`src/plotter_pkg.sv`:
```
`default_nettype none

package plotter_pkg;

	localparam int pos_bits = 8; // pen coordinates 0 to 255.
	localparam int off_bits = 8; // signed centre offset.
	localparam int cmd_bits = 36;
	localparam int sq_bits = 2 * (pos_bits + 1);
	localparam int count_bits = 12;

	typedef enum logic [3:0] {
		op_move = 4'd0,
		op_arc_cw = 4'd2,
		op_arc_ccw = 4'd3
	} opcode_t;

	// quadrant of the pen relative to the arc centre.
	typedef enum logic [1:0] {
		q1,
		q2,
		q3,
		q4
	} quadrant_t;

	typedef enum logic [2:0] {
		idle,
		load,
		sqrt_wait,
		step,
		wait_ack,
		finish
	} arc_state_t;

	typedef struct packed {
		opcode_t opcode;
		logic [pos_bits-1:0] x; // target or arc end point.
		logic [pos_bits-1:0] y;
		logic signed [off_bits-1:0] i; // centre offset from the start point.
		logic signed [off_bits-1:0] j;
		logic valid; // low for an unknown opcode.
	} cmd_t;

endpackage

`default_nettype wire

```
`src/cmd_decoder.sv`:
```
`timescale 1ns/1ns
`default_nettype none

module cmd_decoder (
	input logic clk,
	input logic reset,
	input logic cmd_strobe,
	input logic [plotter_pkg::cmd_bits-1:0] cmd_word,
	output plotter_pkg::cmd_t cmd,
	output logic cmd_ready
);
	import plotter_pkg::*;

	opcode_t op_field;
	cmd_t decoded;

	always_comb begin
		op_field = opcode_t'(cmd_word[cmd_bits-1 -: $bits(opcode_t)]);
		decoded.opcode = op_field;
		decoded.x = cmd_word[4*pos_bits-1 -: pos_bits];
		decoded.y = cmd_word[3*pos_bits-1 -: pos_bits];
		decoded.i = cmd_word[2*off_bits-1 -: off_bits];
		decoded.j = cmd_word[off_bits-1:0];
		case (op_field)
			op_move, op_arc_cw, op_arc_ccw: decoded.valid = 1'b1;
			default: decoded.valid = 1'b0; // anything outside the enum.
		endcase
	end

	always_ff @(posedge clk) begin
		if (reset) begin
			cmd_ready <= 1'b0;
		end else begin
			cmd_ready <= cmd_strobe;
		end
	end

	always_ff @(posedge clk) begin
		if (cmd_strobe) begin
			cmd <= decoded; // held until the next strobe.
		end
	end

	// the stepper samples the command only in the cycle after the strobe.
	ready_follows_strobe: assert property (@(posedge clk) disable iff (reset)
		cmd_strobe |-> !$isunknown(cmd_word) ##1 cmd_ready);

endmodule

`default_nettype wire

```
`config.mk`:
```
export PLATFORM = sky130hd
export DESIGN_NAME = cmd_decoder
export DESIGN_NICKNAME = d
export VERILOG_FILES = /design/src/plotter_pkg.sv /design/src/cmd_decoder.sv
export SDC_FILE = /design/constraint.sdc
export NUM_CORES = 1
export LEC_CHECK = 0
export ABC_AREA = 1
export BUFFER_PORTS_ARGS = -buffer_cell sky130_fd_sc_hd__buf_2
export CAP_MARGIN = 10
export CORE_UTILIZATION = 30
export CTS_CLUSTER_SIZE = 10
export DETAILED_ROUTE_END_ITERATION = 12
export PLACE_DENSITY = 0.72
export SLEW_MARGIN = 20
export SYNTH_ARGS = -nofsm -noshare
export SYNTH_HDL_FRONTEND = slang
export SYNTH_SLANG_ARGS = --single-unit
```
`constraint.sdc`:
```
create_clock -name clk -period 0.8 [get_ports clk]
set_clock_uncertainty 0.05 [all_clocks]
set_input_delay 0.08 -clock clk [delete_from_list [all_inputs] [get_ports clk]]
set_output_delay 0.08 -clock clk [all_outputs]
set_load 0.01 [all_outputs]
```
==> impl_metrics.tcl <==
set metrics [dict create \
    synth_top_family_by_area "buffers and inverters" \
    worst_slack_ps -140 \
    cp_max_fo 1 \
    p_total_w 0.00411 \
    layout-drive-gt1-share_pct 49.1 \
    rsz0062_at_grt "yes" \
    fin_crit_sh_pct 117 \
    pwr-share-seq_pct 58.1 \
    max_stage_delay_ps 380 \
    syn_area_mm2 0.00116 \
    layout.nets 207 \
    path_cells "buf_2" \
    p_clk_share_pct 29.0 \
    portBuffers 76 \
    cts-root-buf "clkbuf_8" \
    clk_pin_slew_ps 70 \
    setup_viol 38 \
    layout_min_cycle_time_ps 940 \
    fmax_mhz 1060 \
    crit_type "flip-flop to output pin" \
    regArea_mm2 0.00113 \
    hpwl_mm 1.62 \
    syn_avg_cell_area_um2 25.2 \
    worst_pin_slew_ps 108 \
    grt_pass1_vias 923 \
    synthXorXnorAreaFrac_pct 0 \
    syn-num-nets 85 \
    die-area_mm2 0.00412 \
    dieHeight_um 64.2 \
    start_kind "flip-flop" \
    grt_max_degree 20 \
    post-route-drc-count 0 \
    cp_num_buf_inv 1 \
    nFillCells 329 \
    num_rows 22 \
    io-pin-count 77 \
    multi_input_area_um2 15.0 \
    htree_levels 2 \
    dpl_cell_area_mm2 0.00164 \
    drv_slew 0 \
    crit_family "flip-flops" \
    grt_pass1_wl_mm 3.95 \
    synthAdderAreaFrac_pct 0 \
    diodes 0 \
    grt-ovfl-total 0 \
    p_leak_nw 0.905 \
    synth_compound_area_share_pct 0 \
    ys_seq_area_share_pct 97.4 \
    max_cap_viol_count 0 \
    clk_path_buf_depth 2 \
    cts_num_sinks 38 \
    p_int_w 0.00327 \
    hold_viol 0 \
    antenna_found_initial 0 \
    routed_wl_mm 2.51 \
    hold_path_class "primary input to flip-flop" \
    wl_per_cell_um 11.6 \
    maxSlewHeadroom_pct 92.8 \
    cp.arrival_ps 810 \
    vias_per_cell 3.97 \
    numCtsBuffers 5 \
    pwr-share-comb_pct 12.9 \
    start_util_pct 31.5 \
    gp_congestion 0.652 \
    p_switching_w 0.000833 \
    swShare_pct 20.3 \
    ys_warn_count 0 \
    p_per_area_mw_per_mm2 1960 \
    synth-seq-cells 38 \
    dieWidth_um 64.2 \
    cpMaxStageDelayCell "edfxtp_1" \
    coreArea_mm2 0.00369 \
    drt_first_pass_iters 3 \
    design_area_mm2 0.00209 \
    worstPathRequired_ps 670 \
    status "complete, but fails checks" \
    grt_use_total_pct 13.8 \
    syn_inst 46 \
    cts_tree "built" \
    synth_simple_gate_area_share_pct 1.29 \
    violations "negative setup slack" \
    drt_iter0_markers 25 \
    cp-end-kind "output pin" \
    ys_types 6 \
    cts_resized 0 \
    synthMuxAreaShare_pct 0 \
    num_vias 862 \
    peakVddDrop_mv 1.39 \
    antenna_left 0 \
    syn_to_final_growth_pct 80.2 \
    cts_setup_buffers 0 \
]
==> metal layers <==
metal | wire, um | global-route usage, % | vias up
met5 | 0 | 0 | -
met4 | 57 | 6.94 | 0
met3 | 222 | 6.96 | 6
met2 | 1400 | 25.9 | 45
met1 | 826 | 11.6 | 396
li1 | - | - | 415
==> power by group through the flow <==
stage / clock [W] / sequential (W) / combinational (W)
after CTS: 0.00127 / 0.00239 / 0.000532
after floorplan: 0 / 0.00253 / 0.00000790
after global placement: 0 / 0.00242 / 0.000380
after detailed placement: 0 / 0.00243 / 0.000390
after global routing: 0.00133 / 0.00240 / 0.000571
final: 0.00119 / 0.00239 / 0.000528
==> cells in the mapped netlist <==
master    count  share of area, %
dfxtp_1       1               1.7
clkinv_1      2              0.65
edfxtp_1     37                96
nor2_1        3              0.97
inv_1         2              0.65
nand2_1       1              0.32
==> area by class of cell <==
type / count / area share (%)
inverters: 4 / 0.718
well taps: 48 / 2.87
multi-input cells: 4 / 0.718
repair buffers: 115 / 37.8
flip-flops and latches: 38 / 54.1
clock buffers: 8 / 3.83
==> kinds of logic after synthesis <==
kind of cell           after synthesis
AND/OR/NAND/NOR                      4
flip-flops                          38
buffers and inverters                4
==> state kept, by name, indices dropped and copies added, names as in the netlist <==
register	cells
cmd	37
cmd_ready	1
==> timing repair <==
item                       4_1_cts  5_1_grt
hold endpoints to repair        37        0
pin swaps                        0        0
hold buffers                    37        0
setup endpoints to repair       38       38
==> cell usage in the layout (no fill, tap or decap), drive strengths merged <==
cell	n
buf	78
edfxtp	37
dlygate4sd3	37
clkbuf	8
nor2	3
clkinv	2
inv	2
nand2	1
dfxtp	1
==> through the flow <==
step                utilization [%]  std cells  setup slack (ps)  setup TNS, ps  hold slack [ps]
finish                         56.7        217              -140          -4070             57.8
global route                   56.7        217              -190          -5780             71.9
CTS                            56.7        217              -159          -4690             45.0
detailed placement             44.5        172              51.9              0              196
global placement               44.5        172              66.2              0              185
floorplan                         -         46               276              0              101
==> path summary, 6_finish.rpt <==
path          from     end  slack, ps  depth (start not counted)
max         cmd[2]  cmd[2]       -140                          1
min   cmd_word[33]  cmd[0]         60                          3
Power figures use the tool's default switching activity.
