$ cat config.mk
export PLATFORM = sky130hd
export DESIGN_NAME = position_tracker_flat
export DESIGN_NICKNAME = d
export VERILOG_FILES = /design/src/plotter_pkg.sv /design/src/step_if.sv /design/src/position_tracker.sv /design/src/flat_wrapper.sv
export SDC_FILE = /design/constraint.sdc
export NUM_CORES = 1
export LEC_CHECK = 0
export BUFFER_PORTS_ARGS = -buffer_cell sky130_fd_sc_hd__buf_2
export CAP_MARGIN = 25
export CORE_AREA = 5 5 85 87
export CTS_BUF_LIST = sky130_fd_sc_hd__clkbuf_4
export DETAILED_ROUTE_END_ITERATION = 10
export DIE_AREA = 0 0 90 92
export PLACE_DENSITY = 0.41
export SLEW_MARGIN = 20
export SYNTH_ARGS = -nofsm -noshare
export SYNTH_HDL_FRONTEND = slang
export SYNTH_SLANG_ARGS = --single-unit
export TNS_END_PERCENT = 5
$ cat constraint.sdc
create_clock -name clk -period 5.1 [get_ports clk]
set_input_delay 1.02 -clock clk [delete_from_list [all_inputs] [get_ports clk]]
set_output_delay 1.02 -clock clk [all_outputs]
set_load 0.05 [all_outputs]
$ cat src/plotter_pkg.sv
`default_nettype none

package plotter_pkg;

	localparam int pos_bits = 8; // pen coordinates 0 to 255.
	localparam int off_bits = 8; // signed centre offset.
	localparam int cmd_bits = 36;
	localparam int sq_bits = 2 * (pos_bits + 1);
	localparam int count_bits = 12;

	typedef enum logic [3:0] {
		op_move = 4'd0,
		op_arc_cw = 4'd2,
		op_arc_ccw = 4'd3
	} opcode_t;

	// quadrant of the pen relative to the arc centre.
	typedef enum logic [1:0] {
		q1,
		q2,
		q3,
		q4
	} quadrant_t;

	typedef enum logic [2:0] {
		idle,
		load,
		sqrt_wait,
		step,
		wait_ack,
		finish
	} arc_state_t;

	typedef struct packed {
		opcode_t opcode;
		logic [pos_bits-1:0] x; // target or arc end point.
		logic [pos_bits-1:0] y;
		logic signed [off_bits-1:0] i; // centre offset from the start point.
		logic signed [off_bits-1:0] j;
		logic valid; // low for an unknown opcode.
	} cmd_t;

endpackage

`default_nettype wire

$ cat src/step_if.sv
`timescale 1ns/1ns
`default_nettype none

// a request is applied in the cycle after its pulse.
interface step_if;
	import plotter_pkg::*;

	logic step_req; // one unit step.
	logic step_axis; // 0 is x, 1 is y.
	logic step_neg; // step decreases the coordinate.
	logic move_req; // absolute load.
	logic [pos_bits-1:0] move_x;
	logic [pos_bits-1:0] move_y;
	logic [pos_bits-1:0] cur_x; // current pen position.
	logic [pos_bits-1:0] cur_y;

	modport stepper (
		output step_req, step_axis, step_neg,
		output move_req, move_x, move_y,
		input cur_x, cur_y
	);

	modport tracker (
		input step_req, step_axis, step_neg,
		input move_req, move_x, move_y,
		output cur_x, cur_y
	);

endinterface

`default_nettype wire

$ cat src/position_tracker.sv
`timescale 1ns/1ns
`default_nettype none

module position_tracker (
	input logic clk,
	input logic reset,
	step_if.tracker step,
	output logic step_pulse,
	output logic step_axis,
	output logic step_neg,
	output logic [plotter_pkg::pos_bits-1:0] pos_x,
	output logic [plotter_pkg::pos_bits-1:0] pos_y
);

	logic at_edge; // the requested step would leave the grid.

	assign step.cur_x = pos_x;
	assign step.cur_y = pos_y;

	always_comb begin
		if (step.step_neg) begin
			at_edge = step.step_axis ? (pos_y == '0) : (pos_x == '0);
		end else begin
			at_edge = step.step_axis ? (pos_y == '1) : (pos_x == '1);
		end
	end

	always_ff @(posedge clk) begin
		if (reset) begin
			pos_x <= '0;
			pos_y <= '0;
			step_pulse <= 1'b0;
		end else begin
			step_pulse <= step.step_req; // visible with the new position.
			if (step.move_req) begin
				pos_x <= step.move_x;
				pos_y <= step.move_y;
			end else if (step.step_req) begin
				if (!step.step_axis) pos_x <= step.step_neg ? pos_x - 1'b1 : pos_x + 1'b1;
				else pos_y <= step.step_neg ? pos_y - 1'b1 : pos_y + 1'b1;
			end
		end
	end

	always_ff @(posedge clk) begin
		if (step.step_req) begin
			step_axis <= step.step_axis;
			step_neg <= step.step_neg;
		end
	end

	no_wrap: assert property (@(posedge clk) disable iff (reset)
		step.step_req |-> !at_edge);

endmodule

`default_nettype wire

$ cat src/flat_wrapper.sv
// flat-port wrapper written by rule: the top's interface ports become plain ports
module position_tracker_flat 
  (clk, reset, step_pulse, step_axis, step_neg, pos_x, pos_y, step_step_req, step_step_axis, step_step_neg, step_move_req, step_move_x, step_move_y, step_cur_x, step_cur_y);
  step_if step_i ();
  input logic clk;
  input logic reset;
  output logic step_pulse;
  output logic step_axis;
  output logic step_neg;
  output logic [plotter_pkg::pos_bits-1:0] pos_x;
  output logic [plotter_pkg::pos_bits-1:0] pos_y;
  input wire logic [$bits(step_i.step_req)-1:0] step_step_req;
  input wire logic [$bits(step_i.step_axis)-1:0] step_step_axis;
  input wire logic [$bits(step_i.step_neg)-1:0] step_step_neg;
  input wire logic [$bits(step_i.move_req)-1:0] step_move_req;
  input wire logic [$bits(step_i.move_x)-1:0] step_move_x;
  input wire logic [$bits(step_i.move_y)-1:0] step_move_y;
  output wire logic [$bits(step_i.cur_x)-1:0] step_cur_x;
  output wire logic [$bits(step_i.cur_y)-1:0] step_cur_y;
  assign step_i.step_req = step_step_req;
  assign step_i.step_axis = step_step_axis;
  assign step_i.step_neg = step_step_neg;
  assign step_i.move_req = step_move_req;
  assign step_i.move_x = step_move_x;
  assign step_i.move_y = step_move_y;
  assign step_cur_x = step_i.cur_x;
  assign step_cur_y = step_i.cur_y;
  position_tracker u_core (.clk(clk), .reset(reset), .step(step_i), .step_pulse(step_pulse), .step_axis(step_axis), .step_neg(step_neg), .pos_x(pos_x), .pos_y(pos_y));
endmodule
==> flow_metrics.py, run 1 <==
metrics = {
    "clock_tree": {
        "cts_hold_buffers": 0,
        "cts_tree": "yes",
        "numCtsBuffers": 3,
        "clock_path_buffers": 2,
        "ctsResizeCount": 0,
        "root_buffer": "clkbuf_4",
        "clock_sinks": 19,
        "cts-htree-levels": 1,
        "path_clk_slew_ns": 0.12,
        "cts_setup_buffers": 0,
        "clk_latency_ns": 0.30,
    },
    "synth": {
        "syn-cell-area_um2": 1523,
        "ys_seq_area_frac": 0.2629,
        "yosysUniqueCellTypes": 44,
        "async_flop_share": 0,
        "synth_area_leaders": "dfxtp_1 22%, ha_1 9.9%, buf_4 8.9%, nor2_1 7.6%, a21oi_1 5.6%",
        "yosysWarningCount": 0,
        "synth_fp_nets": 222,
        "ys.flop_type": "dfxtp_1",
        "syn_area_per_cell_um2": 8.187,
        "synthTopCellsByCount": "31 x nor2_1, 18 x buf_4, 17 x a21oi_1, 17 x dfxtp_1, 12 x ha_1",
        "synthCells": 186,
        "netlist.area_leader.share": 0.2235,
        "yosysMostFrequentCell": "nor2_1",
        "synth-seq-cells": 19,
        "yosysTopAreaCell": "dfxtp_1",
        "synth_edf_count": 2,
    },
    "placed_design": {
        "gp_congestion": 0.7585,
        "portBuffers": 56,
        "dp_hpwl_um": 3052,
    },
    "critical_path": {
        "r2r-start": "u_core.pos_y[0]$_SDFFE_PP0P_",
        "crit_chain": "buf_2, inv_1, fa_1, nor2b_1, o21ai_1, a21boi_2, o21ai_1, mux2_4, a21oi_2",
        "critPathMaxFanout": 17,
        "cp_num_buf_inv": 2,
        "cpPeakStageDelay_ns": 0.48,
        "crit_family": "adder cells",
        "r2r_cells": 8,
        "cp.depth": 9,
        "endpoint": "u_core.pos_x[6]$_SDFFE_PP0P_",
        "startpoint": "step_step_neg",
        "timing.rr.end": "u_core.pos_y[6]$_SDFFE_PP0P_",
        "critPathRequiredTime_ns": 5.35,
        "cp-start-kind": "input port",
        "endpoint_kind": "flop",
        "cpMaxStageDelayCell": "fa_1",
        "r2r_slack_ns": 3.17,
        "critPathArrivalTime_ns": 2.87,
        "criticalPathCategory": "input port to flop",
        "cp_common_cell": "o21ai_1",
    },
    "power": {
        "netSwitchingFraction": 0.4350,
        "p_leak_nw": 0.8335,
        "p_switching_mw": 0.2024,
        "p_int_mw": 0.2628,
        "power_frac_comb": 0.440,
        "total_power_mw": 0.4652,
        "powerDensity_nw_per_um2": 262.4,
        "worst_ir_drop_vdd_mv": 0.1015,
        "p_seq_frac": 0.371,
        "clkPwrFrac": 0.188,
    },
    "floorplan": {
        "die_area_um2": 8280,
        "dieHeight_um": 92,
        "core_um2": 6277,
        "initial_core_util": 0.2426,
        "num_rows": 29,
        "boundaryPins": 57,
        "die_w_um": 90,
    },
    "routing": {
        "drt-pass1-iter-count": 4,
        "drc": 0,
        "antenna_left": 0,
        "num_vias": 1357,
        "vias_per_cell": 4.523,
        "drt-wirelength-per-cell_um": 13.38,
        "dr.first_iter.drc_count": 40,
        "wl_um": 4013,
    },
    "sta": {
        "fmax_mhz": 381.6,
        "finalHoldViolCount": 0,
        "finalClockSkew_ns": 0.004615,
        "maxSlewViolCount": 0,
        "rsz0062_at_grt": "no",
        "fin_crit_sh": 0.5139,
        "relSlewSlack": 0.5076,
        "setup_tns_ns": 0,
        "period_minus_slack_ns": 2.621,
        "setup_viol_count_final": 0,
        "worstMarginPinSlew_ns": 0.7371,
        "hold_ws_ns": 0.5679,
    },
    "final_layout": {
        "synthToLayoutAreaGrowth_pct": 16.43,
        "layout-drive-gt1-share": 0.3229,
        "antenna_cells": 0,
        "fin_util": 0.2824,
        "final_nets": 260,
    },
    "min_path": {
        "worstHoldPathType": "flop to flop",
        "whs_path_depth": 2,
    },
    "global_routing": {
        "gr-total-overflow": 0,
        "antenna_found_initial": 0,
        "grt_max_degree": 35,
        "grt_first_pass_wirelength_um": 6789,
        "grt_pass1_vias": 1347,
        "grtUsageTotal": 0.09829,
    },
    "flow_run": {
        "max_cap_viol_count": 0,
    },
    "status": {
        "status": "complete, no violations",
    },
}
## flip-flops by register name, summed over array words and instances (netlist names)
| register | cells |
|---|---|
| u_core.step_neg | 1 |
| u_core.pos_x | 8 |
| u_core.step_pulse | 1 |
| u_core.step_axis | 1 |
| u_core.pos_y | 8 |
## final cells by class
class | count | area [um2]
clock buffers | 4 | 30.03
fillers | 702 | 4504
inverters | 10 | 37.54
multi-input cells | 134 | 928.4
flip-flops and latches | 19 | 400.4
well taps | 77 | 96.34
repair buffers | 56 | 280.3
## worst min-delay path by stage
stage / slack (ns) / endpoint / startpoint
2_1_floorplan: 0.82 / u_core.pos_y[7]$_SDFFE_PP0P_ / u_core.pos_y[7]$_SDFFE_PP0P_
3_3_place_gp: 0.55 / u_core.pos_x[2]$_SDFFE_PP0P_ / u_core.pos_x[2]$_SDFFE_PP0P_
3_5_place_dp: 0.55 / u_core.pos_x[2]$_SDFFE_PP0P_ / u_core.pos_x[2]$_SDFFE_PP0P_
4_1_cts: 0.59 / u_core.pos_x[2]$_SDFFE_PP0P_ / u_core.pos_x[2]$_SDFFE_PP0P_
5_1_grt: 0.62 / u_core.pos_x[2]$_SDFFE_PP0P_ / u_core.pos_x[2]$_SDFFE_PP0P_
6_report: 0.57 / u_core.pos_x[2]$_SDFFE_PP0P_ / u_core.pos_x[2]$_SDFFE_PP0P_
## worst register-to-register path, delay by kind of cell (launching register included)
family / cells / cell delay (ns)
buffers and inverters: 1 / 0.11
AOI/OAI and AO/OA: 4 / 0.65
DFF: 1 / 0.43
adders and majority gates: 1 / 0.46
and+or+nand+nor: 2 / 0.19
## cell usage in the layout (no fill, tap or decap), types with 2 or more instances in the layout
cell type,instances
a211oi_1,4
a211oi_2,2
a21oi_1,17
a21oi_2,2
a221oi_1,3
and3_1,2
buf_2,56
clkbuf_4,4
dfxtp_1,17
edfxtp_1,2
fa_1,2
ha_1,12
inv_1,10
nand2_1,8
nor2_1,31
nor2b_1,4
nor3_1,3
nor3b_1,4
o21a_1,4
o21ai_1,5
o21ai_2,2
o32ai_1,2
xnor2_1,5
xor2_1,3
## metal layers
layer	track usage	wire length, um	up-vias
met4	0.01489	26	0
met1	0.1299	1946	604
li1	-	-	711
met3	0.03519	296	2
met2	0.1573	1743	40
met5	0	0	-
## metrics by stage
stage               area (um2)  setup WS [ns]  instances
finish                    1773          2.479        300
global route              1773          2.298        300
CTS                       1773          2.479        300
detailed placement        1743          2.141        296
global placement          1743          2.173        296
floorplan                 1523          2.666        186
## logic make-up (layout without fill, tap and decap cells)
logic type / after synthesis / in the layout / share of synthesized area
fa+ha+maj: 14 / 14 / 0.1249
simple gates: 62 / 62 / 0.2071
flops: 19 / 19 / 0.2629
buf+inv: 33 / 70 / 0.1274
xor+xnor: 8 / 8 / 0.04602
mux: 1 / 1 / 0.009857
compound gates: 49 / 49 / 0.2219
## power by group through the flow
stage          combinational (mW)  clock [mW]  sequential (mW)
2_1_floorplan               0.134           0            0.213
3_3_place_gp                0.207           0            0.177
3_5_place_dp                0.206           0            0.177
4_1_cts                     0.207      0.0977            0.174
5_1_grt                     0.224       0.101            0.175
6_report                    0.205      0.0877            0.173
No activity file was read; power rests on OpenSTA's default activity.
==> run 2: changes to the inputs <==
- clock period: 5.1 -> 2.7 ns (I/O delays scaled with it)
==> run 2 against run 1 <==
Compared with the run above:
- cell count is 0.67% higher
- sequential power is 89% higher
- critical endpoint unchanged
- register-to-register slack worse by 2.5 ns
- largest cell class unchanged
- combinational power is 89% higher
- global-route usage hardly changed
- largest power group unchanged
- count of clock-buffer cells in the layout stayed put
==> flow_metrics.py, run 2 (same netlist as run 1, synthesis figures left out) <==
metrics = {
    "critical_path": {
        "crit_chain": "buf_2, inv_1, fa_1, nor2b_1, o21ai_1, a21boi_2, o21ai_1, mux2_4, a21oi_2",
        "r2r_slack_ns": 0.72,
        "critPathMaxFanout": 9,
        "cp_common_cell": "o21ai_1",
        "cpPeakStageDelay_ns": 0.47,
        "cp-start-kind": "input port",
        "startpoint": "step_step_neg",
        "criticalPathCategory": "input port to flop",
        "cpMaxStageDelayCell": "fa_1",
        "critPathRequiredTime_ns": 2.95,
        "endpoint_kind": "flop",
        "r2r-start": "u_core.pos_y[0]$_SDFFE_PP0P_",
        "critPathArrivalTime_ns": 2.28,
    },
    "routing": {
        "dr.first_iter.drc_count": 56,
        "drt-wirelength-per-cell_um": 13.13,
        "antenna_left": 0,
        "wl_um": 3965,
        "vias_per_cell": 4.407,
        "drt-pass1-iter-count": 4,
        "drc": 0,
        "num_vias": 1331,
    },
    "sta": {
        "relSlewSlack": 0.6051,
        "finalHoldViolCount": 0,
        "fmax_mhz": 495.0,
        "setup_tns_ns": 0,
        "rsz0062_at_grt": "no",
        "finalClockSkew_ns": 0.0007188,
        "setup_slack_ns": 0.6796,
        "fin_crit_sh": 0.7483,
        "period_minus_slack_ns": 2.020,
        "hold_ws_ns": 0.4505,
        "maxSlewViolCount": 0,
        "worstMarginPinSlew_ns": 0.5923,
        "setup_viol_count_final": 0,
    },
    "global_routing": {
        "grt_pass1_vias": 1430,
        "grt_max_degree": 35,
        "grt_first_pass_wirelength_um": 6762,
        "gr-total-overflow": 0,
        "grtUsageTotal": 0.09807,
        "antenna_found_initial": 0,
    },
    "placed_design": {
        "dp_hpwl_um": 3068,
        "dp_cells": 298,
        "portBuffers": 56,
        "postPlaceCellArea_um2": 1758,
        "pre_cts_ws_ns": 0.3334,
        "gp_congestion": 0.7469,
    },
    "clock_tree": {
        "ctsResizeCount": 0,
        "root_buffer": "clkbuf_4",
        "numCtsBuffers": 3,
        "cts_setup_buffers": 0,
        "clock_sinks": 19,
        "path_clk_slew_ns": 0.12,
        "cts_tree": "yes",
        "clk_latency_ns": 0.31,
        "clock_path_buffers": 2,
        "cts-htree-levels": 1,
        "cts_hold_buffers": 0,
    },
    "floorplan": {
        "num_rows": 29,
        "die_w_um": 90,
        "boundaryPins": 57,
        "core_um2": 6277,
        "initial_core_util": 0.2426,
        "dieHeight_um": 92,
        "die_area_um2": 8280,
    },
    "final_layout": {
        "final_common_cell": "buf_2",
        "final_nets": 262,
        "largestRegisters": "u_core.pos_x: 8 flops, u_core.pos_y: 8 flops",
        "fin_util": 0.2848,
        "final_cells": 302,
        "fin_area_um2": 1788,
        "synthToLayoutAreaGrowth_pct": 17.42,
        "final_cell_mix": "56 x buf_2, 31 x nor2_1, 17 x a21oi_1, 17 x dfxtp_1, 12 x ha_1",
        "nFillCells": 690,
        "antenna_cells": 0,
        "layout-drive-gt1-share": 0.3289,
    },
    "min_path": {
        "worstHoldPathType": "input port to flop",
        "min-delay-start": "step_move_x[0]",
    },
    "flow_run": {
        "max_cap_viol_count": 0,
    },
    "power": {
        "powerDensity_nw_per_um2": 493.7,
        "p_leak_nw": 0.8434,
        "worst_ir_drop_vdd_mv": 0.1729,
        "total_power_mw": 0.8827,
    },
    "status": {
        "status": "complete, no violations",
    },
}
run 2: cell count changes in the layout (fill, tap and decap cells not counted), sizes merged:
cell / previous run / this run
buf: 56 / 58
run 2: per-layer routing:
| metal | routed length (um) | GRT usage | part of all wire |
|---|---|---|---|
| met1 | 2010 | 0.1273 | 0.51 |
| met2 | 1704 | 0.1622 | 0.43 |
| met3 | 206 | 0.02209 | 0.052 |
| met4 | 43 | 0.02978 | 0.011 |
| met5 | 0 | 0 | 0 |
run 2: report_power, final:
part	switching (mW)	internal (mW)
Combinational	0.263	0.125
Sequential	0.0209	0.306
Clock	0.100	0.0677
run 2: path summary, 6_finish.rpt:
kind / endpoint / cells after the start
min: u_core.pos_x[0]$_SDFFE_PP0P_ / 3
max reg2reg: u_core.pos_y[6]$_SDFFE_PP0P_ / 8
max: u_core.pos_x[6]$_SDFFE_PP0P_ / 9
min reg2reg: u_core.pos_x[2]$_SDFFE_PP0P_ / 2
run 2: critical path: cells and delay by family:
| family | cells | cell delay, ns |
|---|---|---|
| multiplexers | 1 | 0.31 |
| adder cells (fa/ha/maj) | 1 | 0.47 |
| AO/OA/AOI/OAI | 4 | 0.49 |
| buffers and inverters | 2 | 0.33 |
| AND/OR/NAND/NOR | 1 | 0.13 |
run 2: cell type report:
cell class	count	area, um2	area share
clock buffer	4	30.03	0.01680
inverter	10	37.54	0.02099
multi-input combinational	134	928.4	0.5192
sequential	19	400.4	0.2239
tap	77	96.34	0.05388
timing repair buffer	58	295.3	0.1652
